`src/att_settings.svh`:
```
`ifndef ATT_SETTINGS_SVH
`define ATT_SETTINGS_SVH

////////////////////////////////////////
// Matrix geometry
////////////////////////////////////////

`define ATT_DIM     4
`define ATT_IDX_W   2

////////////////////////////////////////
// Half-precision layout
////////////////////////////////////////

`define FP_EXP_W    5
`define FP_FRAC_W   10
`define FP_BIAS     15

// Encoding of 0.5 as the scale 1/sqrt(4)
`define ATT_SCALE   16'h3800

`endif

```
`src/att_pkg.sv`:
```
`include "att_settings.svh"

package att_pkg;

    // IEEE half precision without inf or NaN handling
    typedef struct packed {
        logic                  sign;
        logic [`FP_EXP_W-1:0]  exp;
        logic [`FP_FRAC_W-1:0] frac;
    } fp16_t;

    typedef logic [`ATT_IDX_W-1:0] idx_t;

    typedef enum logic [1:0] {
        OP_WRITE_QUERY = 2'd0,
        OP_WRITE_KEY   = 2'd1,
        OP_RUN         = 2'd2,
        OP_READ_SCORE  = 2'd3
    } att_op_e;

    // Command port word
    typedef struct packed {
        att_op_e op;
        idx_t    row;
        idx_t    col;
        fp16_t   data;
    } att_cmd_t;

    // One element write into the store
    typedef struct packed {
        logic  en;
        idx_t  row;
        idx_t  col;
        fp16_t data;
    } elem_wr_t;

    typedef enum logic [2:0] {
        IDLE  = 3'd0,
        MAC   = 3'd1,
        DRAIN = 3'd2,
        SCALE = 3'd3,
        ACK   = 3'd4
    } seq_state_e;

endpackage

```
`src/attention_score.sv`:
```
`timescale 1ns/1ns

module attention_score (
    input  logic               clk,
    input  logic               rst,
    input  att_pkg::att_cmd_t  cmd,
    input  logic               cmd_req,
    output logic               cmd_ack,
    output att_pkg::fp16_t     rsp_data
);

    att_pkg::elem_wr_t query_wr;
    att_pkg::elem_wr_t key_wr;
    att_pkg::elem_wr_t score_wr;
    att_pkg::idx_t     q_row;
    att_pkg::idx_t     q_col;
    att_pkg::idx_t     k_row;
    att_pkg::idx_t     k_col;
    att_pkg::idx_t     s_row;
    att_pkg::idx_t     s_col;
    att_pkg::fp16_t    q_elem;
    att_pkg::fp16_t    k_elem;
    att_pkg::fp16_t    s_elem;
    att_pkg::fp16_t    mul_a;
    att_pkg::fp16_t    mul_b;
    att_pkg::fp16_t    mul_p;
    att_pkg::fp16_t    add_a;
    att_pkg::fp16_t    add_b;
    att_pkg::fp16_t    add_s;

    // Query, key and score arrays
    matrix_store store_i (
        .clk      (clk),
        .rst      (rst),
        .query_wr (query_wr),
        .key_wr   (key_wr),
        .score_wr (score_wr),
        .q_row    (q_row),
        .q_col    (q_col),
        .k_row    (k_row),
        .k_col    (k_col),
        .s_row    (s_row),
        .s_col    (s_col),
        .q_elem   (q_elem),
        .k_elem   (k_elem),
        .s_elem   (s_elem)
    );

    score_sequencer seq_i (
        .clk      (clk),
        .rst      (rst),
        .cmd      (cmd),
        .cmd_req  (cmd_req),
        .cmd_ack  (cmd_ack),
        .rsp_data (rsp_data),
        .query_wr (query_wr),
        .key_wr   (key_wr),
        .score_wr (score_wr),
        .q_row    (q_row),
        .q_col    (q_col),
        .k_row    (k_row),
        .k_col    (k_col),
        .s_row    (s_row),
        .s_col    (s_col),
        .q_elem   (q_elem),
        .k_elem   (k_elem),
        .s_elem   (s_elem),
        .mul_a    (mul_a),
        .mul_b    (mul_b),
        .mul_p    (mul_p),
        .add_a    (add_a),
        .add_b    (add_b),
        .add_s    (add_s)
    );

    fp16_mul mul_i (
        .clk (clk),
        .rst (rst),
        .a   (mul_a),
        .b   (mul_b),
        .p   (mul_p)
    );

    fp16_add add_i (
        .clk (clk),
        .rst (rst),
        .a   (add_a),
        .b   (add_b),
        .s   (add_s)
    );

endmodule

```
`src/fp16_add.sv`:
```
`timescale 1ns/1ns
`include "att_settings.svh"

module fp16_add (
    input  logic           clk,
    input  logic           rst,
    input  att_pkg::fp16_t a,
    input  att_pkg::fp16_t b,
    output att_pkg::fp16_t s
);

    // Hidden bit, fraction, then guard, round and sticky
    localparam int MW     = `FP_FRAC_W + 4;
    localparam int LOST_W = (1 << `FP_EXP_W) - 1;

    att_pkg::fp16_t       an;
    att_pkg::fp16_t       bn;
    att_pkg::fp16_t       x;
    att_pkg::fp16_t       y;
    att_pkg::fp16_t       s_next;
    logic [`FP_EXP_W-1:0] d;
    logic [MW-1:0]        mx;
    logic [MW-1:0]        y_shift;
    logic [MW-1:0]        y_al;
    logic [LOST_W-1:0]    y_lost;
    logic [MW:0]          sum;
    logic [MW:0]          sum_norm;
    logic [3:0]           lz;
    logic [`FP_EXP_W+1:0] e_top;
    logic [`FP_EXP_W+1:0] e_res;

    function automatic logic [3:0] lead_zeros(input logic [MW:0] v);
        logic [3:0] n;
        n = 4'(MW + 1);
        for (int i = 0; i <= MW; i++) begin
            if (v[i]) begin
                n = 4'(MW - i);
            end
        end
        return n;
    endfunction

    always_comb begin
        an = a;
        bn = b;
        if (a.exp == '0) begin
            an.frac = '0;
        end
        if (b.exp == '0) begin
            bn.frac = '0;
        end

        // x carries the larger magnitude
        if ({bn.exp, bn.frac} > {an.exp, an.frac}) begin
            x = bn;
            y = an;
        end else begin
            x = an;
            y = bn;
        end

        mx = {|x.exp, x.frac, 3'b000};
        d  = x.exp - y.exp;
        {y_shift, y_lost} = {{|y.exp, y.frac, 3'b000}, {LOST_W{1'b0}}} >> d;
        // Bits shifted out collapse into the sticky position
        y_al = y_shift | {{(MW-1){1'b0}}, |y_lost};

        // Sticky in the LSB also produces the borrow on subtraction
        if (x.sign == y.sign) begin
            sum = {1'b0, mx} + {1'b0, y_al};
        end else begin
            sum = {1'b0, mx} - {1'b0, y_al};
        end

        lz       = lead_zeros(sum);
        sum_norm = sum << lz;
        e_top    = {2'b00, x.exp} + 1'b1;
        e_res    = e_top - {3'b000, lz};

        s_next.sign = x.sign;
        s_next.exp  = e_res[`FP_EXP_W-1:0];
        s_next.frac = sum_norm[MW-1 -: `FP_FRAC_W];

        if (sum == '0) begin
            // Exact cancellation gives +0
            s_next      = '0;
            s_next.sign = x.sign & y.sign;
        end else if (e_top <= {3'b000, lz}) begin
            s_next.exp  = '0;
            s_next.frac = '0;
        end else if (e_res >= {2'b00, {`FP_EXP_W{1'b1}}}) begin
            s_next.exp  = {`FP_EXP_W{1'b1}} - 1'b1;
            s_next.frac = '1;
        end
    end

    always_ff @(posedge clk) begin
        if (rst) begin
            s <= '0;
        end else begin
            s <= s_next;
        end
    end

endmodule

```
`src/fp16_mul.sv`:
```
`timescale 1ns/1ns
`include "att_settings.svh"

module fp16_mul (
    input  logic           clk,
    input  logic           rst,
    input  att_pkg::fp16_t a,
    input  att_pkg::fp16_t b,
    output att_pkg::fp16_t p
);

    logic [2*`FP_FRAC_W+1:0] prod;
    logic                    norm;
    logic [`FP_EXP_W+1:0]    e_sum;
    logic [`FP_EXP_W+1:0]    e_res;
    logic                    zero_in;
    att_pkg::fp16_t          p_next;

    always_comb begin
        // Subnormal operands count as zero
        zero_in = (a.exp == '0) || (b.exp == '0);
        prod    = {1'b1, a.frac} * {1'b1, b.frac};

        // Product of two 1.x significands lies in [1, 4)
        norm  = prod[2*`FP_FRAC_W+1];
        e_sum = {2'b00, a.exp} + {2'b00, b.exp} + {{(`FP_EXP_W+1){1'b0}}, norm};
        e_res = e_sum - (`FP_EXP_W+2)'(`FP_BIAS);

        p_next.sign = a.sign ^ b.sign;
        p_next.exp  = e_res[`FP_EXP_W-1:0];
        if (norm) begin
            p_next.frac = prod[2*`FP_FRAC_W -: `FP_FRAC_W];
        end else begin
            p_next.frac = prod[2*`FP_FRAC_W-1 -: `FP_FRAC_W];
        end

        if (zero_in || e_sum <= (`FP_EXP_W+2)'(`FP_BIAS)) begin
            // Flush to signed zero
            p_next.exp  = '0;
            p_next.frac = '0;
        end else if (e_res >= {2'b00, {`FP_EXP_W{1'b1}}}) begin
            // Clamp to largest finite
            p_next.exp  = {`FP_EXP_W{1'b1}} - 1'b1;
            p_next.frac = '1;
        end
    end

    always_ff @(posedge clk) begin
        if (rst) begin
            p <= '0;
        end else begin
            p <= p_next;
        end
    end

endmodule

```
`src/matrix_store.sv`:
```
`timescale 1ns/1ns
`include "att_settings.svh"

module matrix_store (
    input  logic               clk,
    input  logic               rst,
    input  att_pkg::elem_wr_t  query_wr,
    input  att_pkg::elem_wr_t  key_wr,
    input  att_pkg::elem_wr_t  score_wr,
    input  att_pkg::idx_t      q_row,
    input  att_pkg::idx_t      q_col,
    input  att_pkg::idx_t      k_row,
    input  att_pkg::idx_t      k_col,
    input  att_pkg::idx_t      s_row,
    input  att_pkg::idx_t      s_col,
    output att_pkg::fp16_t     q_elem,
    output att_pkg::fp16_t     k_elem,
    output att_pkg::fp16_t     s_elem
);

    att_pkg::fp16_t q_mem [`ATT_DIM][`ATT_DIM];
    att_pkg::fp16_t k_mem [`ATT_DIM][`ATT_DIM];
    att_pkg::fp16_t s_mem [`ATT_DIM][`ATT_DIM];

    always_ff @(posedge clk) begin
        if (rst) begin
            for (int r = 0; r < `ATT_DIM; r++) begin
                for (int c = 0; c < `ATT_DIM; c++) begin
                    q_mem[r][c] <= '0;
                    k_mem[r][c] <= '0;
                    s_mem[r][c] <= '0;
                end
            end
        end else begin
            if (query_wr.en) begin
                q_mem[query_wr.row][query_wr.col] <= query_wr.data;
            end
            if (key_wr.en) begin
                k_mem[key_wr.row][key_wr.col] <= key_wr.data;
            end
            if (score_wr.en) begin
                s_mem[score_wr.row][score_wr.col] <= score_wr.data;
            end
        end
    end

    // Asynchronous read ports
    assign q_elem = q_mem[q_row][q_col];
    assign k_elem = k_mem[k_row][k_col];
    assign s_elem = s_mem[s_row][s_col];

endmodule

```
`src/score_sequencer.sv`:
```
`timescale 1ns/1ns
`include "att_settings.svh"

module score_sequencer (
    input  logic               clk,
    input  logic               rst,
    input  att_pkg::att_cmd_t  cmd,
    input  logic               cmd_req,
    output logic               cmd_ack,
    output att_pkg::fp16_t     rsp_data,
    output att_pkg::elem_wr_t  query_wr,
    output att_pkg::elem_wr_t  key_wr,
    output att_pkg::elem_wr_t  score_wr,
    output att_pkg::idx_t      q_row,
    output att_pkg::idx_t      q_col,
    output att_pkg::idx_t      k_row,
    output att_pkg::idx_t      k_col,
    output att_pkg::idx_t      s_row,
    output att_pkg::idx_t      s_col,
    input  att_pkg::fp16_t     q_elem,
    input  att_pkg::fp16_t     k_elem,
    input  att_pkg::fp16_t     s_elem,
    output att_pkg::fp16_t     mul_a,
    output att_pkg::fp16_t     mul_b,
    input  att_pkg::fp16_t     mul_p,
    output att_pkg::fp16_t     add_a,
    output att_pkg::fp16_t     add_b,
    input  att_pkg::fp16_t     add_s
);

    localparam logic [`ATT_IDX_W:0] LAST_STEP = (`ATT_IDX_W+1)'(`ATT_DIM);
    localparam att_pkg::idx_t       LAST_IDX  = att_pkg::idx_t'(`ATT_DIM - 1);

    att_pkg::seq_state_e state;
    att_pkg::att_cmd_t   cmd_q;
    att_pkg::idx_t       row_i;
    att_pkg::idx_t       col_k;
    att_pkg::idx_t       step_j;
    logic [`ATT_IDX_W:0] step;
    logic                ack_arm;

    assign step_j = step[`ATT_IDX_W-1:0];

    ////////////////////////////////////////
    // Store addressing and operand select
    ////////////////////////////////////////

    always_comb begin
        q_row = row_i;
        q_col = step_j;
        k_row = col_k;
        k_col = step_j;
        s_row = row_i;
        s_col = col_k;
        if (state == att_pkg::ACK) begin
            s_row = cmd_q.row;
            s_col = cmd_q.col;
        end

        mul_a = q_elem;
        mul_b = k_elem;
        if (state == att_pkg::SCALE) begin
            mul_a = s_elem;
            mul_b = `ATT_SCALE;
        end

        // First add of a score starts from +0
        add_a = (step == 1) ? '0 : add_s;
        add_b = mul_p;
    end

    ////////////////////////////////////////
    // Control FSM
    ////////////////////////////////////////

    always_ff @(posedge clk) begin
        query_wr.en <= 1'b0;
        key_wr.en   <= 1'b0;
        score_wr.en <= 1'b0;
        if (rst) begin
            state   <= att_pkg::IDLE;
            cmd_ack <= 1'b0;
            ack_arm <= 1'b0;
            row_i   <= '0;
            col_k   <= '0;
            step    <= '0;
        end else begin
            case (state)
                att_pkg::IDLE: begin
                    if (cmd_req) begin
                        cmd_q <= cmd;
                        row_i <= '0;
                        col_k <= '0;
                        step  <= '0;
                        state <= att_pkg::ACK;
                        case (cmd.op)
                            att_pkg::OP_WRITE_QUERY:
                                query_wr <= '{1'b1, cmd.row, cmd.col, cmd.data};
                            att_pkg::OP_WRITE_KEY:
                                key_wr <= '{1'b1, cmd.row, cmd.col, cmd.data};
                            att_pkg::OP_RUN:
                                state <= att_pkg::MAC;
                            default: ;
                        endcase
                    end
                end

                // Multiply of step j+1 overlaps the add of step j
                att_pkg::MAC: begin
                    step <= step + 1'b1;
                    if (step == LAST_STEP) begin
                        step  <= '0;
                        state <= att_pkg::DRAIN;
                    end
                end

                att_pkg::DRAIN: begin
                    score_wr <= '{1'b1, row_i, col_k, add_s};
                    state    <= att_pkg::MAC;
                    col_k    <= col_k + 1'b1;
                    if (col_k == LAST_IDX) begin
                        col_k <= '0;
                        row_i <= row_i + 1'b1;
                        if (row_i == LAST_IDX) begin
                            row_i <= '0;
                            state <= att_pkg::SCALE;
                        end
                    end
                end

                // Even step issues the multiply, odd step writes back
                att_pkg::SCALE: begin
                    if (step == '0) begin
                        step <= (`ATT_IDX_W+1)'(1);
                    end else begin
                        step     <= '0;
                        score_wr <= '{1'b1, row_i, col_k, mul_p};
                        col_k    <= col_k + 1'b1;
                        if (col_k == LAST_IDX) begin
                            col_k <= '0;
                            row_i <= row_i + 1'b1;
                            if (row_i == LAST_IDX) begin
                                row_i <= '0;
                                state <= att_pkg::ACK;
                            end
                        end
                    end
                end

                att_pkg::ACK: begin
                    if (cmd_q.op == att_pkg::OP_READ_SCORE) begin
                        rsp_data <= s_elem;
                    end
                    // One settle cycle before ack rises
                    if (!cmd_ack) begin
                        ack_arm <= 1'b1;
                        if (ack_arm) begin
                            cmd_ack <= 1'b1;
                            ack_arm <= 1'b0;
                        end
                    end else if (!cmd_req) begin
                        cmd_ack <= 1'b0;
                        state   <= att_pkg::IDLE;
                    end
                end

                default: state <= att_pkg::IDLE;
            endcase
        end
    end

endmodule

```
`config.mk`:
```
export PLATFORM = sky130hd
export DESIGN_NAME = attention_score
export DESIGN_NICKNAME = d
export VERILOG_FILES = /design/src/att_pkg.sv /design/src/attention_score.sv /design/src/fp16_add.sv /design/src/fp16_mul.sv /design/src/matrix_store.sv /design/src/score_sequencer.sv
export VERILOG_INCLUDE_DIRS = /design/src
export SDC_FILE = /design/constraint.sdc
export NUM_CORES = 2
export LEC_CHECK = 0
export ABC_CLOCK_PERIOD_IN_PS = 13500
export BUFFER_PORTS_ARGS = -buffer_cell sky130_fd_sc_hd__buf_4
export CORE_MARGIN = 5
export CORE_UTILIZATION = 60
export CTS_CLUSTER_DIAMETER = 100
export DETAILED_ROUTE_END_ITERATION = 16
export PLACE_DENSITY_LB_ADDON = 0.05
export SYNTH_ARGS = -nofsm -noshare
export SYNTH_HDL_FRONTEND = slang
export SYNTH_HIERARCHICAL = 1
export SYNTH_SLANG_ARGS = --single-unit
```
`constraint.sdc`:
```
create_clock -name clk -period 13.5 [get_ports clk]
set_input_delay 4.05 -clock clk [delete_from_list [all_inputs] [get_ports clk]]
set_output_delay 4.05 -clock clk [all_outputs]
set_load 0.02 [all_outputs]
```
## After elaboration in Yosys (flattened, before gate mapping)

Memory sizes are Yosys's and may differ from the RTL's. A register that Yosys moved wholly into a read port is not among the register bits.
Index checks and enable logic that the tools add are counted.

- Register bits after elaboration: 129
- Latch bits: 0
- Bits in writable memories: 768
- Bits in read-only memories: 0
- Input port bits: 25
- Output and inout port bits: 17
- Memories: 3

Memories:

| memory | depth | width | rd ports | clocked after memory_dff | write ports | RTL line | RTL |
|---|---|---|---|---|---|---|---|
| store_i.k_mem | 4 | 64 | 1 | 1 | 4 | matrix_store.sv:22 | `` att_pkg::fp16_t k_mem [`ATT_DIM][`ATT_DIM]; `` |
| store_i.q_mem | 4 | 64 | 1 | 1 | 4 | matrix_store.sv:21 | `` att_pkg::fp16_t q_mem [`ATT_DIM][`ATT_DIM]; `` |
| store_i.s_mem | 4 | 64 | 1 | 0 | 4 | matrix_store.sv:23 | `` att_pkg::fp16_t s_mem [`ATT_DIM][`ATT_DIM]; `` |

- $add $sub $neg: 11
- $mul: 1
- Div/mod/pow operators: 0
- Magnitude comparators: 13
- Equal/unequal tests: 19
- Shift-type cells: 2
- Multiplexer cells: 99
- Bitwise gates (word level): 12
- Reductions and logical operators: 36

Operators by type and width:

| kind | number |
|---|---|
| $mux 64 | 9 |
| $mux 16 | 14 |
| $reduce_or 64->1 | 3 |
| $bmux 16 s2 | 3 |
| $demux 16 s2 | 3 |
| $mux 21 | 3 |
| $mux 15 | 3 |
| $mux 3 | 15 |
| $shr 45x5->45 | 1 |
| $pmux 21 s2 | 1 |
| $mux 2 | 18 |
| $mux 4 | 8 |
| $reduce_or 31->1 | 1 |
| $mux 10 | 3 |
| $mul 11x11->22 | 1 |
| $logic_not 5->1 | 4 |
| $add 14x14->15 | 1 |
| $ge 3x3->1 const B | 5 |
| $gt 15x15->1 | 1 |
| $logic_not 15->1 | 1 |
| $mux 1 | 15 |
| $not 2->3 | 5 |
| $pmux 3 s5 | 1 |
| $shl 15x4->14 | 1 |
| other kinds (41) | 73 |

## Longest topological paths before layout

- Depth in word-level cells: 30
- Gate-level depth with buffers: 60

## Hierarchy

Netlist, hierarchy kept.

Modules (own cells, without submodules):

| module | times used | cells an instance | area each (µm²) | seq. area each (µm²) |
|---|---|---|---|---|
| matrix_store | 1 | 2166 | 34606.9 | 23062.1 |
| fp16_add | 1 | 718 | 5022.3 | 320.3 |
| fp16_mul | 1 | 579 | 4931.0 | 320.3 |
| score_sequencer | 1 | 359 | 4251.6 | 2762.6 |

## Least setup slack after synthesis

OpenSTA, ideal clock, no wires.

- Path kind: flip-flop to flip-flop
- Start: register seq_i.step[1]
- End: register add_i/s[3] in the netlist's numbering
- Arrival time: 10.022 ns
- Required time: 13.378 ns
- Path slack: 3.356 ns
- Cell stages (with the launch flop): 58
- Cells stage by stage: dfxtp_1 > inv_1 > ha_1 > nand2b_1 > clkbuf_1 > and2_1 > nor3_1 > nand2_1 > clkbuf_1 > nand2_1 > ha_1 > and2_1 > nor3b_1 > or4_1 > o21ai_1 > buf_2 > o311ai_0 > o21a_1 > (+22 left out) > a21oi_1 > o211ai_1 > nand4bb_1 > nor2_2 > inv_2 > buf_2 > ha_1 > nand2_1 > o21ai_0 > and2_1 > or2_2 > nand2_1 > nand3_1 > nand2_1 > a31oi_1 > clkbuf_1 > nor2_1 > a221o_1

RTL lines:

| what | RTL line | RTL |
|---|---|---|
| start: declaration | score_sequencer.sv:39 | `` logic [`ATT_IDX_W:0] step; `` |
| start signal: assignment | score_sequencer.sv:110 | `step <= step + 1'b1;` |
| start signal: assignment | score_sequencer.sv:134 | `` step <= (`ATT_IDX_W+1)'(1); `` |
| end signal: assignment | fp16_add.sv:101 | `s <= s_next;` |
| end: declaration | fp16_add.sv:9 | `output att_pkg::fp16_t s` |

==> run metrics <==
status=finished clean; unrepaired setup endpoints after global routing=false; Avg Vias per Cell=6.276; crit path DAT=12.77 ns; first-pass GRT wire length=190300 um; Tot Pwr=12.25 mW; Area contributors post-synth=edfxtp_1 (52%), and2_1 (11%), mux4_2 (9.1%), fa_1 (3.4%), ha_1 (2.9%); drt total wl=125900 um; #FFs+latches synth=897; final core utilization=65.47%; Slew Limit Fails=0; leakage=19.90 nW; EDFF count, synth=850; CTS tree=yes; setup TNS=0 ns; cell area after layout=52730 sq um; share of cells above drive strength 1=15.23%; DRT antenna net count=0; Critical Path Max Stage Delay=0.56 ns; Ys Warns=6; Port Buffers=41; vias in the first global route=31060; Post-Layout Cell Count=4890; initial antenna violation count=3; clock transition at the registers of the reported paths=0.07 ns; Synth async-reset ratio=0%; CTS H-tree depth=3; Fin. Hold Viols=0; Top-Level Pins=42; fin crit share=90.73%; global placer's final weighted congestion=1.002; num rows=104; Worst-Skew Late Latency=0.68 ns; cts bufs inserted=93; top-area cell type share of the netlist area=52.29%; Comb power frac=53.1%; Residual DRC=0; Synth area leader=edfxtp_1; top-count cell post-synth=edfxtp_1; Initial Util=60.60%; die area=87160 sq um; post-CTS setup buffer count=0; Flop pwr share=26.8%; core area=80550 sq um; Total Routing Usage GR=28.87%; CTS sink count=897; Die X=295.2 um; Cell Area, Synth=48810 sq um; Max transition margin=21.31%; clock skew=0.06485 ns; drt wl/cell=25.75 um; power share of the clock group=20.1%; Net Switching=5.469 mW; Post-DP Area=49780 sq um; max cap viols=0; CP Launch Type=register; cell internal pwr=6.779 mW; total grt overflow=0; Slowest cell on crit path=dfxtp_1; largest net degree at the start of global routing=60; Min-Delay Path Class=reg2reg; critical path data required time=14.02 ns; DP HPWL=85010 um; Mean Syn Cell Area=12.77 sq um; final setup violation count=0; Synth Flop Type=edfxtp_1; Critical Path Most Common Cell=nand2_1; worst setup path class=reg2reg; Die Y=295.2 um; Max Fanout on Critical Path=22; Tmin final=12.25 ns; Net Sw Frac=44.65%; CP Capture Type=register; placed insts=4722; first drt pass iteration count=8; Pwr Density=232.3 nW/um^2; clock tree root buffer cell=clkbuf_16; Final nets=3978; Area growth syn-to-layout=8.031%; most frequent cells after synthesis=edfxtp_1 (850), and2_1 (844), nand2_1 (253); Syn Inst Count=3822; sequential-to-total area share from yosys stat=54.22%; Yosys cell types=116; clock buffer depth=3; DR iter-0 viols=3256; Slew @ Worst Pin=1.176 ns; max frequency=81.65 MHz; Syn Nets=4043; Peak VDD IR=0.4737 mV; via count=30690
## area by class of cell
cell class	instances	area [sq um]
repair buffers	107	815.8
well taps	1060	1326
inverters	186	698.2
clock buffers	120	2481
fillers	5843	27820
multi-input cells	2472	20470
diodes	2	5.005
flip-flops and latches	897	26480
clock inverters	46	455.4
## cells in the final DEF (no fill, tap or decap), types with 12 or more instances in the layout
cell / synthesis / routed
edfxtp_1: 850 / 850
and2_1: 844 / 844
nand2_1: 253 / 253
mux4_2: 198 / 198
inv_1: 180 / 180
ha_1: 113 / 113
nor2_1: 112 / 111
buf_4: 27 / 106
a22oi_1: 100 / 100
clkbuf_16: 0 / 95
a21oi_1: 94 / 94
fa_1: 83 / 83
nand3_1: 57 / 57
or2_2: 55 / 55
o21ai_0: 53 / 53
dfxtp_1: 47 / 43
nor3_1: 42 / 38
nand2b_1: 37 / 37
o211ai_1: 26 / 26
clkbuf_1: 173 / 24
a31oi_1: 21 / 21
nor2b_1: 20 / 19
xnor2_1: 19 / 19
mux2i_1: 18 / 18
clkinv_1: 1 / 18
nand4_1: 16 / 16
or3_1: 16 / 16
a211oi_1: 16 / 15
and3_1: 14 / 14
clkinv_2: 0 / 13
a21o_1: 12 / 12
## power groups by stage
stage / sequential [mW] / combinational [mW] / clock, mW
floorplan: 3.28 / 4.85 / 0
global placement: 3.33 / 6.33 / 0
detailed placement: 3.34 / 6.33 / 0
CTS: 3.28 / 6.37 / 2.50
global route: 3.29 / 7.07 / 2.63
finish: 3.28 / 6.50 / 2.46
## layer usage
layer	wire [um]	vias up	global-route usage (%)
met4	4806	4	10.14
met2	61740	1248	48.05
met3	8965	247	4.154
met5	27	-	0
li1	-	13670	-
met1	50390	15520	39.61
## worst max-delay path: cells and delay by family (launching register included)
kind                       cells  cell delay [ns]
adders and majority gates      6             1.63
muxes                          1             0.27
and+or+nand+nor               19             4.40
buffers and inverters          5             1.22
AOI/OAI and AO/OA             18             3.97
DFF                            1             0.56
## path summary, 6_finish.rpt
check / cells after the start / to / start / slack (ns)
max: 49 / add_i/s[7]$_SDFF_PP0_ / seq_i/step[0]$_SDFFE_PP0P_ / 1.25
max reg2reg: 49 / add_i/s[7]$_SDFF_PP0_ / seq_i/step[0]$_SDFFE_PP0P_ / 1.25
min reg2reg: 2 / seq_i/ack_arm$_SDFFE_PP0P_ / seq_i/ack_arm$_SDFFE_PP0P_ / 0.49
min: 2 / seq_i/ack_arm$_SDFFE_PP0P_ / seq_i/ack_arm$_SDFFE_PP0P_ / 0.49
## flip-flops by register name (all words and copies together), names as in the netlist
| signal | count |
|---|---|
| store_i/k_mem | 256 |
| store_i/q_mem | 256 |
| store_i/s_mem | 256 |
| seq_i/key_wr | 21 |
| seq_i/query_wr | 21 |
| seq_i/score_wr | 21 |
| add_i/s | 16 |
| mul_i/p | 16 |
| seq_i/rsp_data | 16 |
| seq_i/cmd_q | 6 |
| seq_i/state | 3 |
| seq_i/step | 3 |
| seq_i/k_row | 2 |
| seq_i/q_row | 2 |
| seq_i/ack_arm | 1 |
| seq_i/cmd_ack | 1 |
## repair_timing
| item | CTS | global route |
|---|---|---|
| resized for setup | 0 | 2 |
| hold buffers | 0 | 0 |
| setup endpoints to repair | 0 | 7 |
| hold endpoints to repair | 0 | 0 |
## cells by family (layout without fill, tap and decap cells)
logic type / after synthesis / count (layout) / synth area share, %
multiplexers: 225 / 225 / 9.712
other: 0 / 2 / 0
buffers and inverters: 453 / 459 / 3.958
adder cells (fa/ha/maj): 197 / 197 / 6.324
XOR/XNOR: 29 / 29 / 0.5203
flip-flops: 897 / 897 / 54.22
AND/OR/NAND/NOR: 1564 / 1564 / 18.46
AO/OA/AOI/OAI: 457 / 457 / 6.808
## stage by stage
stage               hold slack (ns)  worst slack, ns
finish                       0.4894            1.252
global route                 0.5121           0.2093
CTS                          0.4948            1.144
detailed placement           0.4888            1.259
global placement             0.4645            1.590
floorplan                    0.4533            3.356
No activity file was read; power rests on OpenSTA's default activity.
